--- src/rnn_pkg.sv ---
`default_nettype none

package rnn_pkg;

    localparam int vocab_size   = 76;
    localparam int embed_size   = 4;
    localparam int hidden_size  = 8;
    localparam int data_w       = 16;                 // q8.8
    localparam int frac_bits    = 8;
    localparam int acc_w        = 40;                 // room for 14 full products
    localparam int token_w      = 7;
    localparam int addr_w       = 9;
    localparam int hidden_idx_w = 3;
    localparam int embed_idx_w  = $clog2(embed_size);
    localparam int n_reads      = hidden_size + embed_size + 2;   // w_hh, b_hh, w_ih, b_ih
    localparam int read_cnt_w   = $clog2(n_reads);

    // weight memory map, one q8.8 word per parameter
    localparam int emb_base  = 0;
    localparam int w_ih_base = emb_base + vocab_size * embed_size;     // 304
    localparam int w_hh_base = w_ih_base + hidden_size * embed_size;   // 336
    localparam int b_ih_base = w_hh_base + hidden_size * hidden_size;  // 400
    localparam int b_hh_base = b_ih_base + hidden_size;                // 408
    localparam int mem_depth = b_hh_base + hidden_size;                // 416

    typedef logic signed [data_w-1:0] data_t;
    typedef logic [addr_w-1:0]        addr_t;
    typedef logic [token_w-1:0]       token_t;
    typedef logic [hidden_idx_w-1:0]  hidden_idx_t;
    typedef logic [embed_idx_w-1:0]   embed_idx_t;
    typedef logic [read_cnt_w-1:0]    read_cnt_t;

    localparam data_t one_q = data_t'(1 << frac_bits);  // 1.0, bias multiplier
    localparam int    q_max = (1 << (data_w - 1)) - 1;  // saturation limits
    localparam int    q_min = -(1 << (data_w - 1));

    typedef enum logic [2:0] {
        idle,
        load_emb,
        issue,
        drain,
        commit
    } ctrl_state_e;

    typedef enum logic [1:0] {
        hidden,
        embed,
        bias_one
    } operand_sel_e;

endpackage

`default_nettype wire
--- src/mac_if.sv ---
`default_nettype none

interface mac_if;

    logic           in_valid;
    rnn_pkg::data_t a;          // weight or bias word
    rnn_pkg::data_t b;          // hidden, embedding or 1.0
    logic           first;      // restarts the sum
    logic           last;       // closes the sum
    logic           out_valid;  // one-cycle strobe
    rnn_pkg::data_t result;

    modport source (
        output in_valid, a, b, first, last,
        input  out_valid, result
    );

    modport sink (
        input  in_valid, a, b, first, last,
        output out_valid, result
    );

endinterface

`default_nettype wire

--- src/mac_unit.sv ---
`default_nettype none

module mac_unit (
    input  logic clk,
    input  logic reset,
    mac_if.sink  mac
);

    logic signed [2*rnn_pkg::data_w-1:0] prod_q;      // full q16.16 product
    logic                                p_valid;
    logic                                p_first;
    logic                                p_last;
    logic signed [rnn_pkg::acc_w-1:0]    prod_ext;
    logic signed [rnn_pkg::acc_w-1:0]    acc_q;
    logic                                s_last;
    logic signed [rnn_pkg::acc_w-1:0]    shifted;
    rnn_pkg::data_t                      sat;
    rnn_pkg::data_t                      relu;

    // stage one, multiply
    always_ff @(posedge clk)
    begin
        prod_q  <= mac.a * mac.b;
        p_first <= mac.first;
        if (reset)
        begin
            p_valid <= 1'b0;
            p_last  <= 1'b0;
        end
        else
        begin
            p_valid <= mac.in_valid;
            p_last  <= mac.in_valid & mac.last;
        end
    end

    assign prod_ext = prod_q;   // sign extends

    // stage two, accumulate
    always_ff @(posedge clk)
    begin
        if (p_valid)
        begin
            acc_q <= p_first ? prod_ext : acc_q + prod_ext;
        end
        if (reset)
            s_last <= 1'b0;
        else
            s_last <= p_valid & p_last;
    end

    // back to q8.8, clamp, then relu
    assign shifted = acc_q >>> rnn_pkg::frac_bits;

    always_comb
    begin
        if (shifted > rnn_pkg::q_max)
            sat = rnn_pkg::data_t'(rnn_pkg::q_max);
        else if (shifted < rnn_pkg::q_min)
            sat = rnn_pkg::data_t'(rnn_pkg::q_min);
        else
            sat = rnn_pkg::data_t'(shifted);
    end

    assign relu = sat[rnn_pkg::data_w-1] ? '0 : sat;

    always_ff @(posedge clk)
    begin
        if (s_last)
            mac.result <= relu;
        if (reset)
            mac.out_valid <= 1'b0;
        else
            mac.out_valid <= s_last;
    end

endmodule

`default_nettype wire

--- src/flat_wrapper.sv ---
// flat-port wrapper written by rule: the top's interface ports become plain ports
module mac_unit_flat 
  (clk, reset, mac_in_valid, mac_a, mac_b, mac_first, mac_last, mac_out_valid, mac_result);
  mac_if mac_i ();
  input  logic clk;
  input  logic reset;
  input wire logic [$bits(mac_i.in_valid)-1:0] mac_in_valid;
  input wire logic [$bits(mac_i.a)-1:0] mac_a;
  input wire logic [$bits(mac_i.b)-1:0] mac_b;
  input wire logic [$bits(mac_i.first)-1:0] mac_first;
  input wire logic [$bits(mac_i.last)-1:0] mac_last;
  output wire logic [$bits(mac_i.out_valid)-1:0] mac_out_valid;
  output wire logic [$bits(mac_i.result)-1:0] mac_result;
  assign mac_i.in_valid = mac_in_valid;
  assign mac_i.a = mac_a;
  assign mac_i.b = mac_b;
  assign mac_i.first = mac_first;
  assign mac_i.last = mac_last;
  assign mac_out_valid = mac_i.out_valid;
  assign mac_result = mac_i.result;
  mac_unit u_core (.clk(clk), .reset(reset), .mac(mac_i));
endmodule
--- config.mk ---
export PLATFORM = sky130hd
export DESIGN_NAME = mac_unit_flat
export DESIGN_NICKNAME = d
export VERILOG_FILES = /design/src/rnn_pkg.sv /design/src/mac_if.sv /design/src/mac_unit.sv /design/src/flat_wrapper.sv
export SDC_FILE = /design/constraint.sdc
export NUM_CORES = 1
export LEC_CHECK = 0
export ABC_AREA = 1
export BUFFER_PORTS_ARGS = -buffer_cell sky130_fd_sc_hd__buf_2
export CELL_PAD_IN_SITES_DETAIL_PLACEMENT = 0
export CELL_PAD_IN_SITES_GLOBAL_PLACEMENT = 1
export CORE_ASPECT_RATIO = 1.1
export CORE_UTILIZATION = 48
export CTS_CLUSTER_SIZE = 20
export DETAILED_ROUTE_END_ITERATION = 8
export GPL_TIMING_DRIVEN = 0
export PLACE_DENSITY = 0.95
export RECOVER_POWER = 50
export SLEW_MARGIN = 10
export SYNTH_ARGS = -nofsm -noshare
export SYNTH_HDL_FRONTEND = slang
export SYNTH_SLANG_ARGS = --single-unit
--- constraint.sdc ---
create_clock -name clk -period 8.1 [get_ports clk]
set_clock_uncertainty 0.05 [all_clocks]
set_input_delay 2.025 -clock clk [delete_from_list [all_inputs] [get_ports clk]]
set_output_delay 2.025 -clock clk [all_outputs]
set_load 0.02 [all_outputs]
==> results.txt <==
----------------------------------------------------
[Floorplan]
  Effective utilization at floorplan ... 49.02%
  Total I/O pin count ... 54
  Std-Cell Core Area ... 0.03447 mm2
  Total die area ... 0.03596 mm2
  Die width ... 180.9 um
  Chip Height ... 198.8 um
  Rows ... 71

[Layout]
  Fraction of final layout cells with drive strength greater than 1 ... 4.786%
  Nets ... 2777
  Filler cell count ... 3390
  Area growth, synth to finish ... 5.650%
  ANT cells ... 0
  Final core occ ... 51.79%

[STA]
  Slew Limit Fails ... 0
  Part of the cycle the worst path needs ... 96.55%
  Total setup violations reported at the end of the flow ... 0
  Number of hold violations in the final report ... 0
  RSZ-0062 raised after global routing ... true
  Hold slack final ... 371.7 ps
  Worst slew margin relative to its limit ... 2.613%
  Final Critical Period ... 7820 ps
  Worst-Margin Slew ... 1461 ps
  Fmax ... 0.1279 GHz

[Yosys]
  Most used DFF post-synth ... edfxtp_1
  Number of cells produced by synthesis ... 2318
  Area fraction of the dominant cell type after synthesis ... 31.16%
  Cell types occupying the most area after synthesis ... fa_1, nand2_1, inv_1
  Number of distinct library cells after synthesis ... 43
  Post-Syn Area ... 0.01690 mm2
  Synth Net Count ... 2739
  FFs w/ async S/R, synth ... 0%
  Number of flops mapped to enable cells by yosys ... 55
  Most frequent cells after synthesis ... nand2_1, inv_1, fa_1
  Number of synthesis warnings ... 0
  Synth area leader ... fa_1
  Sequential share of the synthesized area ... 14.16%
  Synthesized flop and latch total ... 92
  Mapped Avg Cell Area ... 7.289 um2
  Cell with the most instances after synthesis ... nand2_1

[Critical path]
  Required time of the critical path ... 8340 ps
  Crit Path Max Fanout ... 10
  Critical setup path kind ... in2reg
  Startpoint type of the worst setup path ... input pin
  Data arrival time of the critical path ... 8060 ps
  Launch instance of the worst register-to-register path ... u_core.prod_q[0]
  Startpoint of the most critical setup path ... mac_b[3]
  Critical Path End Type ... flip-flop

[Placed design]
  Buffers added on ports ... 27
  GPL Wtd Cong ... 1.025
  Detailed Place HPWL ... 39.57 mm

[Route]
  DR DRC count ... 0
  Wire per inst ... 16.24 um
  Number of detailed-routing iterations run before antenna repair ... 8
  Final routed wirelength across all metal layers ... 45.45 mm
  Post-route antenna net violation count ... 0
  DRT iter0 DRCs ... 938
  Vias ... 14.15k
  Vias per cell ... 5.055

[Global routing]
  Gr ovfl total ... 0
  Maximum number of pins on one net before global-route repair ... 26
  GR Util All Layers ... 26.72%
  Global-route wire length before repair ... 74.55 mm
  Antenna violations before repair ... 0
  Number of global-route vias before repair ... 15.00k

[Clock network]
  Maximum root-to-sink buffer count ... 2
  Clock latency on the worst-skew pair ... 350 ps
  Total clock sinks ... 92
  Number of buffers added by the clock tree synthesis step ... 9
  H-tree depth reported by CTS ... 3
  Clock root buffer master ... clkbuf_16
  Clock tree from TritonCTS ... built
  Clock input transition at the sequential cells of the worst setup and hold paths ... 80 ps

[Hold path]
  Worst hold start ... u_core.p_last
  Min-delay worst type ... reg2reg

[Job]
  Count of max-cap constraint violations ... 0

[Status]
  Outcome ... complete, no violations

----------------------------------------------------
critical path: stages:
cell      delay, ps
clkbuf_1        310
clkbuf_2        360
nand2_1          90
inv_1            80
fa_1            560
fa_1            880
inv_1           120
fa_1            450
fa_1            540
inv_1            50
fa_1            470
inv_1            50
fa_1            530
inv_1            40
ha_1            340
nand2_1         110
nor2_1          220
inv_1           100
nor3_1          260
o21ai_1         180
nand3_1         160
xor2_1          140
cell usage in the layout, fill, tap and decap left out, types with 3 or more instances in the layout:
cell type	n
clkbuf_2	8
nand2_1	729
fa_1	263
nand3b_1	14
clkbuf_1	55
or2_2	13
clkbuf_16	9
nor2_1	110
xor2_1	22
nand2_2	13
o21ai_1	4
xnor2_1	13
o21bai_1	7
or2_1	6
nor2_2	15
a31oi_1	3
ha_1	121
nor4_1	3
nor3_1	9
o21ai_0	16
nand4_1	16
a21oi_1	60
nand3_2	3
inv_2	6
a21oi_2	3
inv_6	4
buf_2	28
dfxtp_1	37
o21ai_2	4
a21o_1	8
edfxtp_1	55
nand3_1	85
inv_1	601
stage by stage:
stage          setup WS [ps]  cell area (um2)  instances  setup TNS [ps]
2_1_floorplan          752.5            16900       2318               0
6_report               279.8            17850       2799               0
5_1_grt               -4.045            17850       2799          -4.045
4_1_cts                75.04            17890       2800               0
3_5_place_dp          -284.1            17600       2784          -974.8
3_3_place_gp          -254.7            17580       2783          -550.7
cell type report:
cell class                      count  area [um2]  area share (%)
Timing Repair Buffer               28       137.6          0.7710
Multi-Input combinational cell   1550       11940           66.86
Clock buffer                        9       225.2           1.262
Tap cell                          438       548.0           3.070
Clock inverter                      7       62.56          0.3505
Inverter                          609        2286           12.81
Buffer                             66       264.0           1.479
Sequential cell                    92        2392           13.40
registers in the layout, summed over array words and instances, names as in the netlist:
register and flops:
u_core.acc_q 40, u_core.p_valid 1, u_core.mac.out_valid 1, u_core.p_first 1
u_core.mac.result 15, u_core.p_last 1, u_core.prod_q 32, u_core.s_last 1
cell families after synthesis:
kind of cell | Yosys count | synth area share, %
AOI/OAI and AO/OA | 110 | 3.814
xor gates and xnor gates | 35 | 1.814
adders and majority gates | 384 | 40.12
buffers and inverters | 676 | 15.08
DFF | 92 | 14.16
other | 1 | 0.02219
and+or+nand+nor | 1020 | 24.99
layer usage:
| metal | vias to the layer above | wire (um) | GRT usage, % | share of wire, % |
|---|---|---|---|---|
| li1 | 6851 | - | - | - |
| met1 | 6750 | 18070 | 30.84 | 40 |
| met2 | 417 | 22550 | 48.92 | 50 |
| met3 | 130 | 2143 | 2.234 | 4.7 |
| met4 | 0 | 2685 | 15.07 | 5.9 |
| met5 | - | 0 | 0 | 0 |
timing repair:
item                       4_1_cts  5_1_grt
hold buffers                     0        0
gates resized for setup          0       16
setup buffers                    0        0
setup endpoints to repair        0        6
final timing paths:
kind | endpoint | slack [ps] | cells past startpoint
worst max register to register | u_core.acc_q[30] | 5260 | 15
worst min-delay path | u_core.s_last | 370 | 2
worst min register to register | u_core.s_last | 370 | 2
worst max-delay path | u_core.prod_q[25] | 280 | 22
Power is left out: the tool's default activity adds up to more than one toggle a clock period on the data nets, which glitch-free logic cannot reach.
