## src/rnn_pkg.sv

```systemverilog
`default_nettype none

package rnn_pkg;

    localparam int vocab_size   = 76;
    localparam int embed_size   = 4;
    localparam int hidden_size  = 8;
    localparam int data_w       = 16;                 // q8.8
    localparam int frac_bits    = 8;
    localparam int acc_w        = 40;                 // room for 14 full products
    localparam int token_w      = 7;
    localparam int addr_w       = 9;
    localparam int hidden_idx_w = 3;
    localparam int embed_idx_w  = $clog2(embed_size);
    localparam int n_reads      = hidden_size + embed_size + 2;   // w_hh, b_hh, w_ih, b_ih
    localparam int read_cnt_w   = $clog2(n_reads);

    // weight memory map, one q8.8 word per parameter
    localparam int emb_base  = 0;
    localparam int w_ih_base = emb_base + vocab_size * embed_size;     // 304
    localparam int w_hh_base = w_ih_base + hidden_size * embed_size;   // 336
    localparam int b_ih_base = w_hh_base + hidden_size * hidden_size;  // 400
    localparam int b_hh_base = b_ih_base + hidden_size;                // 408
    localparam int mem_depth = b_hh_base + hidden_size;                // 416

    typedef logic signed [data_w-1:0] data_t;
    typedef logic [addr_w-1:0]        addr_t;
    typedef logic [token_w-1:0]       token_t;
    typedef logic [hidden_idx_w-1:0]  hidden_idx_t;
    typedef logic [embed_idx_w-1:0]   embed_idx_t;
    typedef logic [read_cnt_w-1:0]    read_cnt_t;

    localparam data_t one_q = data_t'(1 << frac_bits);  // 1.0, bias multiplier
    localparam int    q_max = (1 << (data_w - 1)) - 1;  // saturation limits
    localparam int    q_min = -(1 << (data_w - 1));

    typedef enum logic [2:0] {
        idle,
        load_emb,
        issue,
        drain,
        commit
    } ctrl_state_e;

    typedef enum logic [1:0] {
        hidden,
        embed,
        bias_one
    } operand_sel_e;

endpackage

`default_nettype wire
```

## src/mac_if.sv

```systemverilog
`default_nettype none

interface mac_if;

    logic           in_valid;
    rnn_pkg::data_t a;          // weight or bias word
    rnn_pkg::data_t b;          // hidden, embedding or 1.0
    logic           first;      // restarts the sum
    logic           last;       // closes the sum
    logic           out_valid;  // one-cycle strobe
    rnn_pkg::data_t result;

    modport source (
        output in_valid, a, b, first, last,
        input  out_valid, result
    );

    modport sink (
        input  in_valid, a, b, first, last,
        output out_valid, result
    );

endinterface

`default_nettype wire

```

## src/mem_rd_if.sv

```systemverilog
`default_nettype none

interface mem_rd_if;

    logic          rd_en;
    rnn_pkg::addr_t rd_addr;
    rnn_pkg::data_t rd_data;   // valid one cycle after rd_en
    logic          rd_valid;

    modport requester (
        output rd_en,
        output rd_addr,
        input  rd_data,
        input  rd_valid
    );

    modport responder (
        input  rd_en,
        input  rd_addr,
        output rd_data,
        output rd_valid
    );

endinterface

`default_nettype wire

```

## src/rnn_controller.sv

```systemverilog
`default_nettype none

module rnn_controller (
    input  logic                 clk,
    input  logic                 reset,
    input  logic                 execute,
    input  rnn_pkg::token_t      token,
    output logic                 busy,
    output logic                 h_valid,
    output rnn_pkg::hidden_idx_t h_index,
    output rnn_pkg::data_t       h_value,
    output logic                 step_done,
    mem_rd_if.requester          rd,
    mac_if.source                mac
);

    rnn_pkg::ctrl_state_e  state;
    rnn_pkg::token_t       tok_q;
    rnn_pkg::read_cnt_t    cnt;            // read index within a phase
    rnn_pkg::hidden_idx_t  neuron;
    rnn_pkg::data_t        embed_q    [rnn_pkg::embed_size];
    rnn_pkg::data_t        old_hidden [rnn_pkg::hidden_size];
    rnn_pkg::data_t        new_hidden [rnn_pkg::hidden_size];

    rnn_pkg::operand_sel_e sel_c, sel_d;
    rnn_pkg::hidden_idx_t  idx_c, idx_d;   // operand index, one cycle behind the read
    rnn_pkg::read_cnt_t    ih_cnt;
    logic                  issue_d, emb_cap_d, first_d, last_d;

    assign ih_cnt = rnn_pkg::read_cnt_t'(cnt - (rnn_pkg::hidden_size + 1));
    assign rd.rd_en = (state == rnn_pkg::load_emb) || (state == rnn_pkg::issue);

    // address decode: w_hh x8, b_hh, w_ih x4, b_ih
    always_comb
    begin
        rd.rd_addr = '0;
        sel_c      = rnn_pkg::bias_one;
        idx_c      = '0;
        if (state == rnn_pkg::load_emb)
        begin
            rd.rd_addr = rnn_pkg::addr_t'(rnn_pkg::emb_base + tok_q * rnn_pkg::embed_size + cnt);
            idx_c      = rnn_pkg::hidden_idx_t'(cnt);
        end
        else if (cnt < rnn_pkg::hidden_size)
        begin
            rd.rd_addr = rnn_pkg::addr_t'(rnn_pkg::w_hh_base
                                          + neuron * rnn_pkg::hidden_size + cnt);
            sel_c      = rnn_pkg::hidden;
            idx_c      = rnn_pkg::hidden_idx_t'(cnt);
        end
        else if (cnt == rnn_pkg::hidden_size)
        begin
            rd.rd_addr = rnn_pkg::addr_t'(rnn_pkg::b_hh_base + neuron);
        end
        else if (cnt < rnn_pkg::n_reads - 1)
        begin
            rd.rd_addr = rnn_pkg::addr_t'(rnn_pkg::w_ih_base
                                          + neuron * rnn_pkg::embed_size + ih_cnt);
            sel_c      = rnn_pkg::embed;
            idx_c      = rnn_pkg::hidden_idx_t'(ih_cnt);
        end
        else
        begin
            rd.rd_addr = rnn_pkg::addr_t'(rnn_pkg::b_ih_base + neuron);
        end
    end

    // operand tags travel with the read
    always_ff @(posedge clk)
    begin
        sel_d <= sel_c;
        idx_d <= idx_c;
        if (reset)
        begin
            issue_d   <= 1'b0;
            emb_cap_d <= 1'b0;
            first_d   <= 1'b0;
            last_d    <= 1'b0;
        end
        else
        begin
            issue_d   <= (state == rnn_pkg::issue);
            emb_cap_d <= (state == rnn_pkg::load_emb);
            first_d   <= (state == rnn_pkg::issue) && (cnt == 0);
            last_d    <= (state == rnn_pkg::issue) && (cnt == rnn_pkg::n_reads - 1);
        end
    end

    assign mac.in_valid = issue_d & rd.rd_valid;
    assign mac.a        = rd.rd_data;
    assign mac.first    = first_d;
    assign mac.last     = last_d;

    always_comb
    begin
        case (sel_d)
            rnn_pkg::hidden: mac.b = old_hidden[idx_d];
            rnn_pkg::embed:  mac.b = embed_q[rnn_pkg::embed_idx_t'(idx_d)];
            default:         mac.b = rnn_pkg::one_q;
        endcase
    end

    // payload capture
    always_ff @(posedge clk)
    begin
        if ((state == rnn_pkg::idle) && execute)
            tok_q <= token;
        if (emb_cap_d && rd.rd_valid)
            embed_q[rnn_pkg::embed_idx_t'(idx_d)] <= rd.rd_data;
        if ((state == rnn_pkg::drain) && mac.out_valid)
        begin
            new_hidden[neuron] <= mac.result;
            h_index            <= neuron;
            h_value            <= mac.result;
        end
    end

    always_ff @(posedge clk)
    begin
        if (reset)
        begin
            state      <= rnn_pkg::idle;
            busy       <= 1'b0;
            h_valid    <= 1'b0;
            step_done  <= 1'b0;
            cnt        <= '0;
            neuron     <= '0;
            old_hidden <= '{default: '0};
        end
        else
        begin
            h_valid   <= 1'b0;
            step_done <= 1'b0;
            case (state)
                rnn_pkg::idle:
                    if (execute)
                    begin
                        busy   <= 1'b1;
                        cnt    <= '0;
                        neuron <= '0;
                        state  <= rnn_pkg::load_emb;
                    end
                rnn_pkg::load_emb:
                begin
                    cnt <= cnt + 1'b1;
                    if (cnt == rnn_pkg::embed_size - 1)
                    begin
                        cnt   <= '0;
                        state <= rnn_pkg::issue;    // embedding lands before w_ih data
                    end
                end
                rnn_pkg::issue:
                begin
                    cnt <= cnt + 1'b1;
                    if (cnt == rnn_pkg::n_reads - 1)
                        state <= rnn_pkg::drain;
                end
                rnn_pkg::drain:
                    if (mac.out_valid)
                    begin
                        h_valid <= 1'b1;
                        cnt     <= '0;
                        if (neuron == rnn_pkg::hidden_size - 1)
                            state <= rnn_pkg::commit;
                        else
                        begin
                            neuron <= neuron + 1'b1;
                            state  <= rnn_pkg::issue;
                        end
                    end
                default:
                begin
                    old_hidden <= new_hidden;        // new state feeds next token
                    step_done  <= 1'b1;
                    busy       <= 1'b0;
                    state      <= rnn_pkg::idle;
                end
            endcase
        end
    end

endmodule

`default_nettype wire

```

## src/flat_wrapper.sv

```systemverilog
// flat-port wrapper written by rule: the top's interface ports become plain ports
module rnn_controller_flat 
  (clk, reset, execute, token, busy, h_valid, h_index, h_value, step_done, rd_rd_en, rd_rd_addr, rd_rd_data, rd_rd_valid, mac_in_valid, mac_a, mac_b, mac_first, mac_last, mac_out_valid, mac_result);
  mem_rd_if rd_i ();
  mac_if mac_i ();
  input  logic clk;
  input  logic reset;
  input  logic execute;
  input  rnn_pkg::token_t token;
  output logic busy;
  output logic h_valid;
  output rnn_pkg::hidden_idx_t h_index;
  output rnn_pkg::data_t h_value;
  output logic step_done;
  output wire logic [$bits(rd_i.rd_en)-1:0] rd_rd_en;
  output wire logic [$bits(rd_i.rd_addr)-1:0] rd_rd_addr;
  input wire logic [$bits(rd_i.rd_data)-1:0] rd_rd_data;
  input wire logic [$bits(rd_i.rd_valid)-1:0] rd_rd_valid;
  output wire logic [$bits(mac_i.in_valid)-1:0] mac_in_valid;
  output wire logic [$bits(mac_i.a)-1:0] mac_a;
  output wire logic [$bits(mac_i.b)-1:0] mac_b;
  output wire logic [$bits(mac_i.first)-1:0] mac_first;
  output wire logic [$bits(mac_i.last)-1:0] mac_last;
  input wire logic [$bits(mac_i.out_valid)-1:0] mac_out_valid;
  input wire logic [$bits(mac_i.result)-1:0] mac_result;
  assign rd_rd_en = rd_i.rd_en;
  assign rd_rd_addr = rd_i.rd_addr;
  assign rd_i.rd_data = rd_rd_data;
  assign rd_i.rd_valid = rd_rd_valid;
  assign mac_in_valid = mac_i.in_valid;
  assign mac_a = mac_i.a;
  assign mac_b = mac_i.b;
  assign mac_first = mac_i.first;
  assign mac_last = mac_i.last;
  assign mac_i.out_valid = mac_out_valid;
  assign mac_i.result = mac_result;
  rnn_controller u_core (.clk(clk), .reset(reset), .execute(execute), .token(token), .busy(busy), .h_valid(h_valid), .h_index(h_index), .h_value(h_value), .step_done(step_done), .rd(rd_i), .mac(mac_i));
endmodule
```

## config.mk

```make
export PLATFORM = sky130hd
export DESIGN_NAME = rnn_controller_flat
export DESIGN_NICKNAME = d
export VERILOG_FILES = /design/src/rnn_pkg.sv /design/src/mac_if.sv /design/src/mem_rd_if.sv /design/src/rnn_controller.sv /design/src/flat_wrapper.sv
export SDC_FILE = /design/constraint.sdc
export NUM_CORES = 1
export LEC_CHECK = 0
export BUFFER_PORTS_ARGS = -buffer_cell sky130_fd_sc_hd__buf_4
export CORE_UTILIZATION = 55
export CTS_CLUSTER_SIZE = 40
export DETAILED_ROUTE_END_ITERATION = 16
export PLACE_DENSITY_LB_ADDON = 0.3
export SLEW_MARGIN = 20
export SYNTH_ARGS = -nofsm -noshare
export SYNTH_HDL_FRONTEND = slang
export SYNTH_SLANG_ARGS = --single-unit
```

## constraint.sdc

```tcl
create_clock -name clk -period 3.8 [get_ports clk]
set_input_delay 0.19 -clock clk [delete_from_list [all_inputs] [get_ports clk]]
set_output_delay 0.19 -clock clk [all_outputs]
set_load 0.1 [all_outputs]
```

==> metrics.txt <==
overall power around 8.6 mW; HP Class in2reg; r2r endpoint u_core.embed_q[1][5]$_DFFE_PP_; combinational power share between 5 and 6%; hold path depth 4; Post-Syn Nets 1067; status finished clean; initial antenna violation count 0; total placed cells including tap cells 1395; Startpoint Class flop; CP arrival 3000 ps; Worst Reg-to-Reg Cells 4; FF-to-FF setup slack 1070 ps; # fillers 1775; number of global-route vias before repair 8357; Synth Cell Area 14300 um2; Initial DRC Count 601; port buffer count 110; diodes inserted 0; crit path max fanout 8; DR pass1 iterations 5; DP Area between 15000 and 20000 um2; CTS Root Cell clkbuf_16; post-synthesis cell type count 58; die height 163 um; Peak supply drop 0.000375 V; crit-path cells inv_1, ha_1, xor2_1, ha_1, inv_1, fa_1, o21ai_0, a311oi_1, a21oi_1, buf_4; CP max-delay cell dfxtp_1; Final Skew roughly 14 ps; fin crit share 83.9%; total number of vias 8437; Sw Pwr 1.89 mW; Setup TNS Final 0 ps; H-Tree Depth 2; drt wl/cell just over 20 um; DRC errors left 0; # clock sinks ~370; Worst-Margin Slew 960 ps; min cycle time layout about 3200 ps; Ports 111; first-pass GRT wire length 47600 um; row cnt 58; gp weighted congestion 0.817; kind of critical path reg2out; leakage 5.86 nW; GRT overflow 0; Worst Path Required 3610 ps; Rel. slew slack 36.0%; WL final between 30000 and 40000 um; CP Launch Point u_core.cnt[0]$_SDFFE_PP0P_; post-route non-filler standard cell count 1500; Num CTS Buffers 37; Max-Cap Viols 0; Final nets 1202; worst flop-to-flop path startpoint u_core.idx_d[0]$_DFF_P_; Worst Hold Launch mac_out_valid; Yosys warnings 0; Post-synth ARST share 0%; Die Area 26600 um2; post-route ant nets 0; Crit. End Element output port; P per Cell Area 504 nW/um2; post-synthesis register bit count 368; RSZ-0062 raised after global routing false; Gate Count Post-Synth 1008; CTS tree yes; most frequent cells in the layout edfxtp_1 (218), nor2_1 (148), dfxtp_1 (147); Setup WS pre-CTS 1050 ps; largest net degree at the start of global routing approximately 130; Total GRT Usage 23.8%; top_reg_cell synth edfxtp_1; Post CTS Setup Buffer Count 0; post-synthesis sequential area ratio 66.8%; Buf/Inv on CP 3; setup violators final 0; total core area 25300 um2; Power Internal 6.67 mW; post-route cell area 17000 um2; Area Overhead vs Synth 18.9%; Sw Share 22.1%; leading cell type in the layout, fill and taps excluded edfxtp_1; sequential power share 49.9%; Avg Vias per Cell 5.62; EDFF count, synth 218; Die Width 163 um; Clock transition at path regs 60 ps; final hold vios 0; Initial Utilization a little under three fifths; worst setup margin 611 ps; cts repair resizes 0; FMAX around 310 MHz; clk buf depth 3; Clock Latency Late Sink around 530 ps; Critical Path Sink rd_rd_addr[3]; final max-slew violation count 0; syn_area_per_cell 14.2 um2; clock power share 44.2%; layout cell share with drive strength beyond 1 21.9%; CP delay by family, top adder cells; Crit path depth 10; CP max stage delay ~460 ps; Detailed Place HPWL 18700 um
==> power by group through the flow <==
stage / registers [mW] / clock network, mW / logic [mW]
6_report: 4.27 / 3.79 / 0.502
5_1_grt: 4.28 / 3.99 / 0.527
4_1_cts: 4.28 / 3.83 / 0.503
3_5_place_dp: 4.36 / 0 / 0.468
3_3_place_gp: 4.36 / 0 / 0.466
2_1_floorplan: 4.34 / 0 / 0.345
==> stage by stage <==
stage          hold WS (ps)  util (%)
3_3_place_gp            368      60.6
4_1_cts                19.9      67.1
5_1_grt                44.4      67.1
2_1_floorplan           289         -
3_5_place_dp            370      60.6
6_report               36.7      67.1
==> sequential cells by signal, indices dropped and copies added (netlist names) <==
signal,count
u_core.state,3
u_core.tok_q,7
u_core.idx_d,3
u_core.issue_d,1
u_core.new_hidden,128
u_core.h_valid,1
u_core.h_value,16
u_core.mac.first,1
u_core.step_done,1
u_core.embed_q,64
u_core.sel_d,2
u_core.mac.last,1
u_core.h_index,3
u_core.old_hidden,128
u_core.busy,1
u_core.emb_cap_d,1
u_core.neuron,3
u_core.cnt,4
==> kinds of logic after synthesis <==
logic type	synth area share (%)
compound gates	3.31
xor+xnor	0.490
fa+ha+maj	1.42
buf+inv	3.40
flops	66.8
mux	16.5
simple gates	8.12
==> synthesized netlist by cell type, drive strengths merged, types with 2 or more instances <==
master	number	area (um2)
o211ai	8	60.1
or2b	2	16.3
nor2b	14	95.1
nor2	150	563
ha	13	163
mux2	15	169
xor2	3	26.3
o31ai	10	75.1
fa	2	40.0
nor3	9	45.0
and2	3	18.8
nor3b	2	15.0
o22ai	7	43.8
nor4	3	18.8
dfxtp	150	3000
nand3	17	90.1
buf	53	337
a22o	2	17.5
o21ai	14	73.8
or2	4	25.0
or3b	2	17.5
mux2i	144	1440
edfxtp	218	6550
inv	17	63.8
a211oi	3	22.5
a311oi	2	17.5
nand4b	3	26.3
mux4	33	743
nand2b	4	25.0
clkbuf	23	86.3
a21oi	20	100
xnor2	5	43.8
nand2	39	149
==> layer usage <==
layer | GRT usage, % | vias up | share of wire, %
met5 | 0 | - | 0
met4 | 5.61 | 0 | 1.5
met3 | 4.52 | 34 | 5.5
met2 | 39.2 | 217 | 49
met1 | 32.8 | 4264 | 44
li1 | - | 3922 | -
==> what timing repair did <==
| item | CTS | global route |
|---|---|---|
| hold endpoints to repair | 215 | 0 |
| setup endpoints to repair | 0 | 0 |
| hold buffers | 39 | 0 |
==> worst register-to-register path, stage by stage, from the launching register on <==
cell,delay (ps)
dfxtp_2,940
buf_4,430
nand3_1,160
nor2_1,540
buf_4,340
==> final cells by class <==
class	instances	area [um2]	share of cell area, %
sequential	368	9560	56.2
inverter	17	63.8	0.375
timing repair buffer	172	1400	8.24
multi-input combinational	547	4290	25.2
clock buffer	50	1040	6.09
clock inverter	16	236	1.39
tap	330	413	2.43
==> worst min-delay path by stage <==
stage                                           to  slack (ps)
floorplan           u_core.embed_q[0][0]$_DFFE_PP_         290
global placement         u_core.tok_q[5]$_DFFE_PP_         370
detailed placement       u_core.tok_q[0]$_DFFE_PP_         370
CTS                   u_core.state[1]$_SDFFE_PP0P_          20
global route          u_core.state[1]$_SDFFE_PP0P_          40
finish                u_core.state[1]$_SDFFE_PP0P_          40
(Power assumes the default switching activity.)
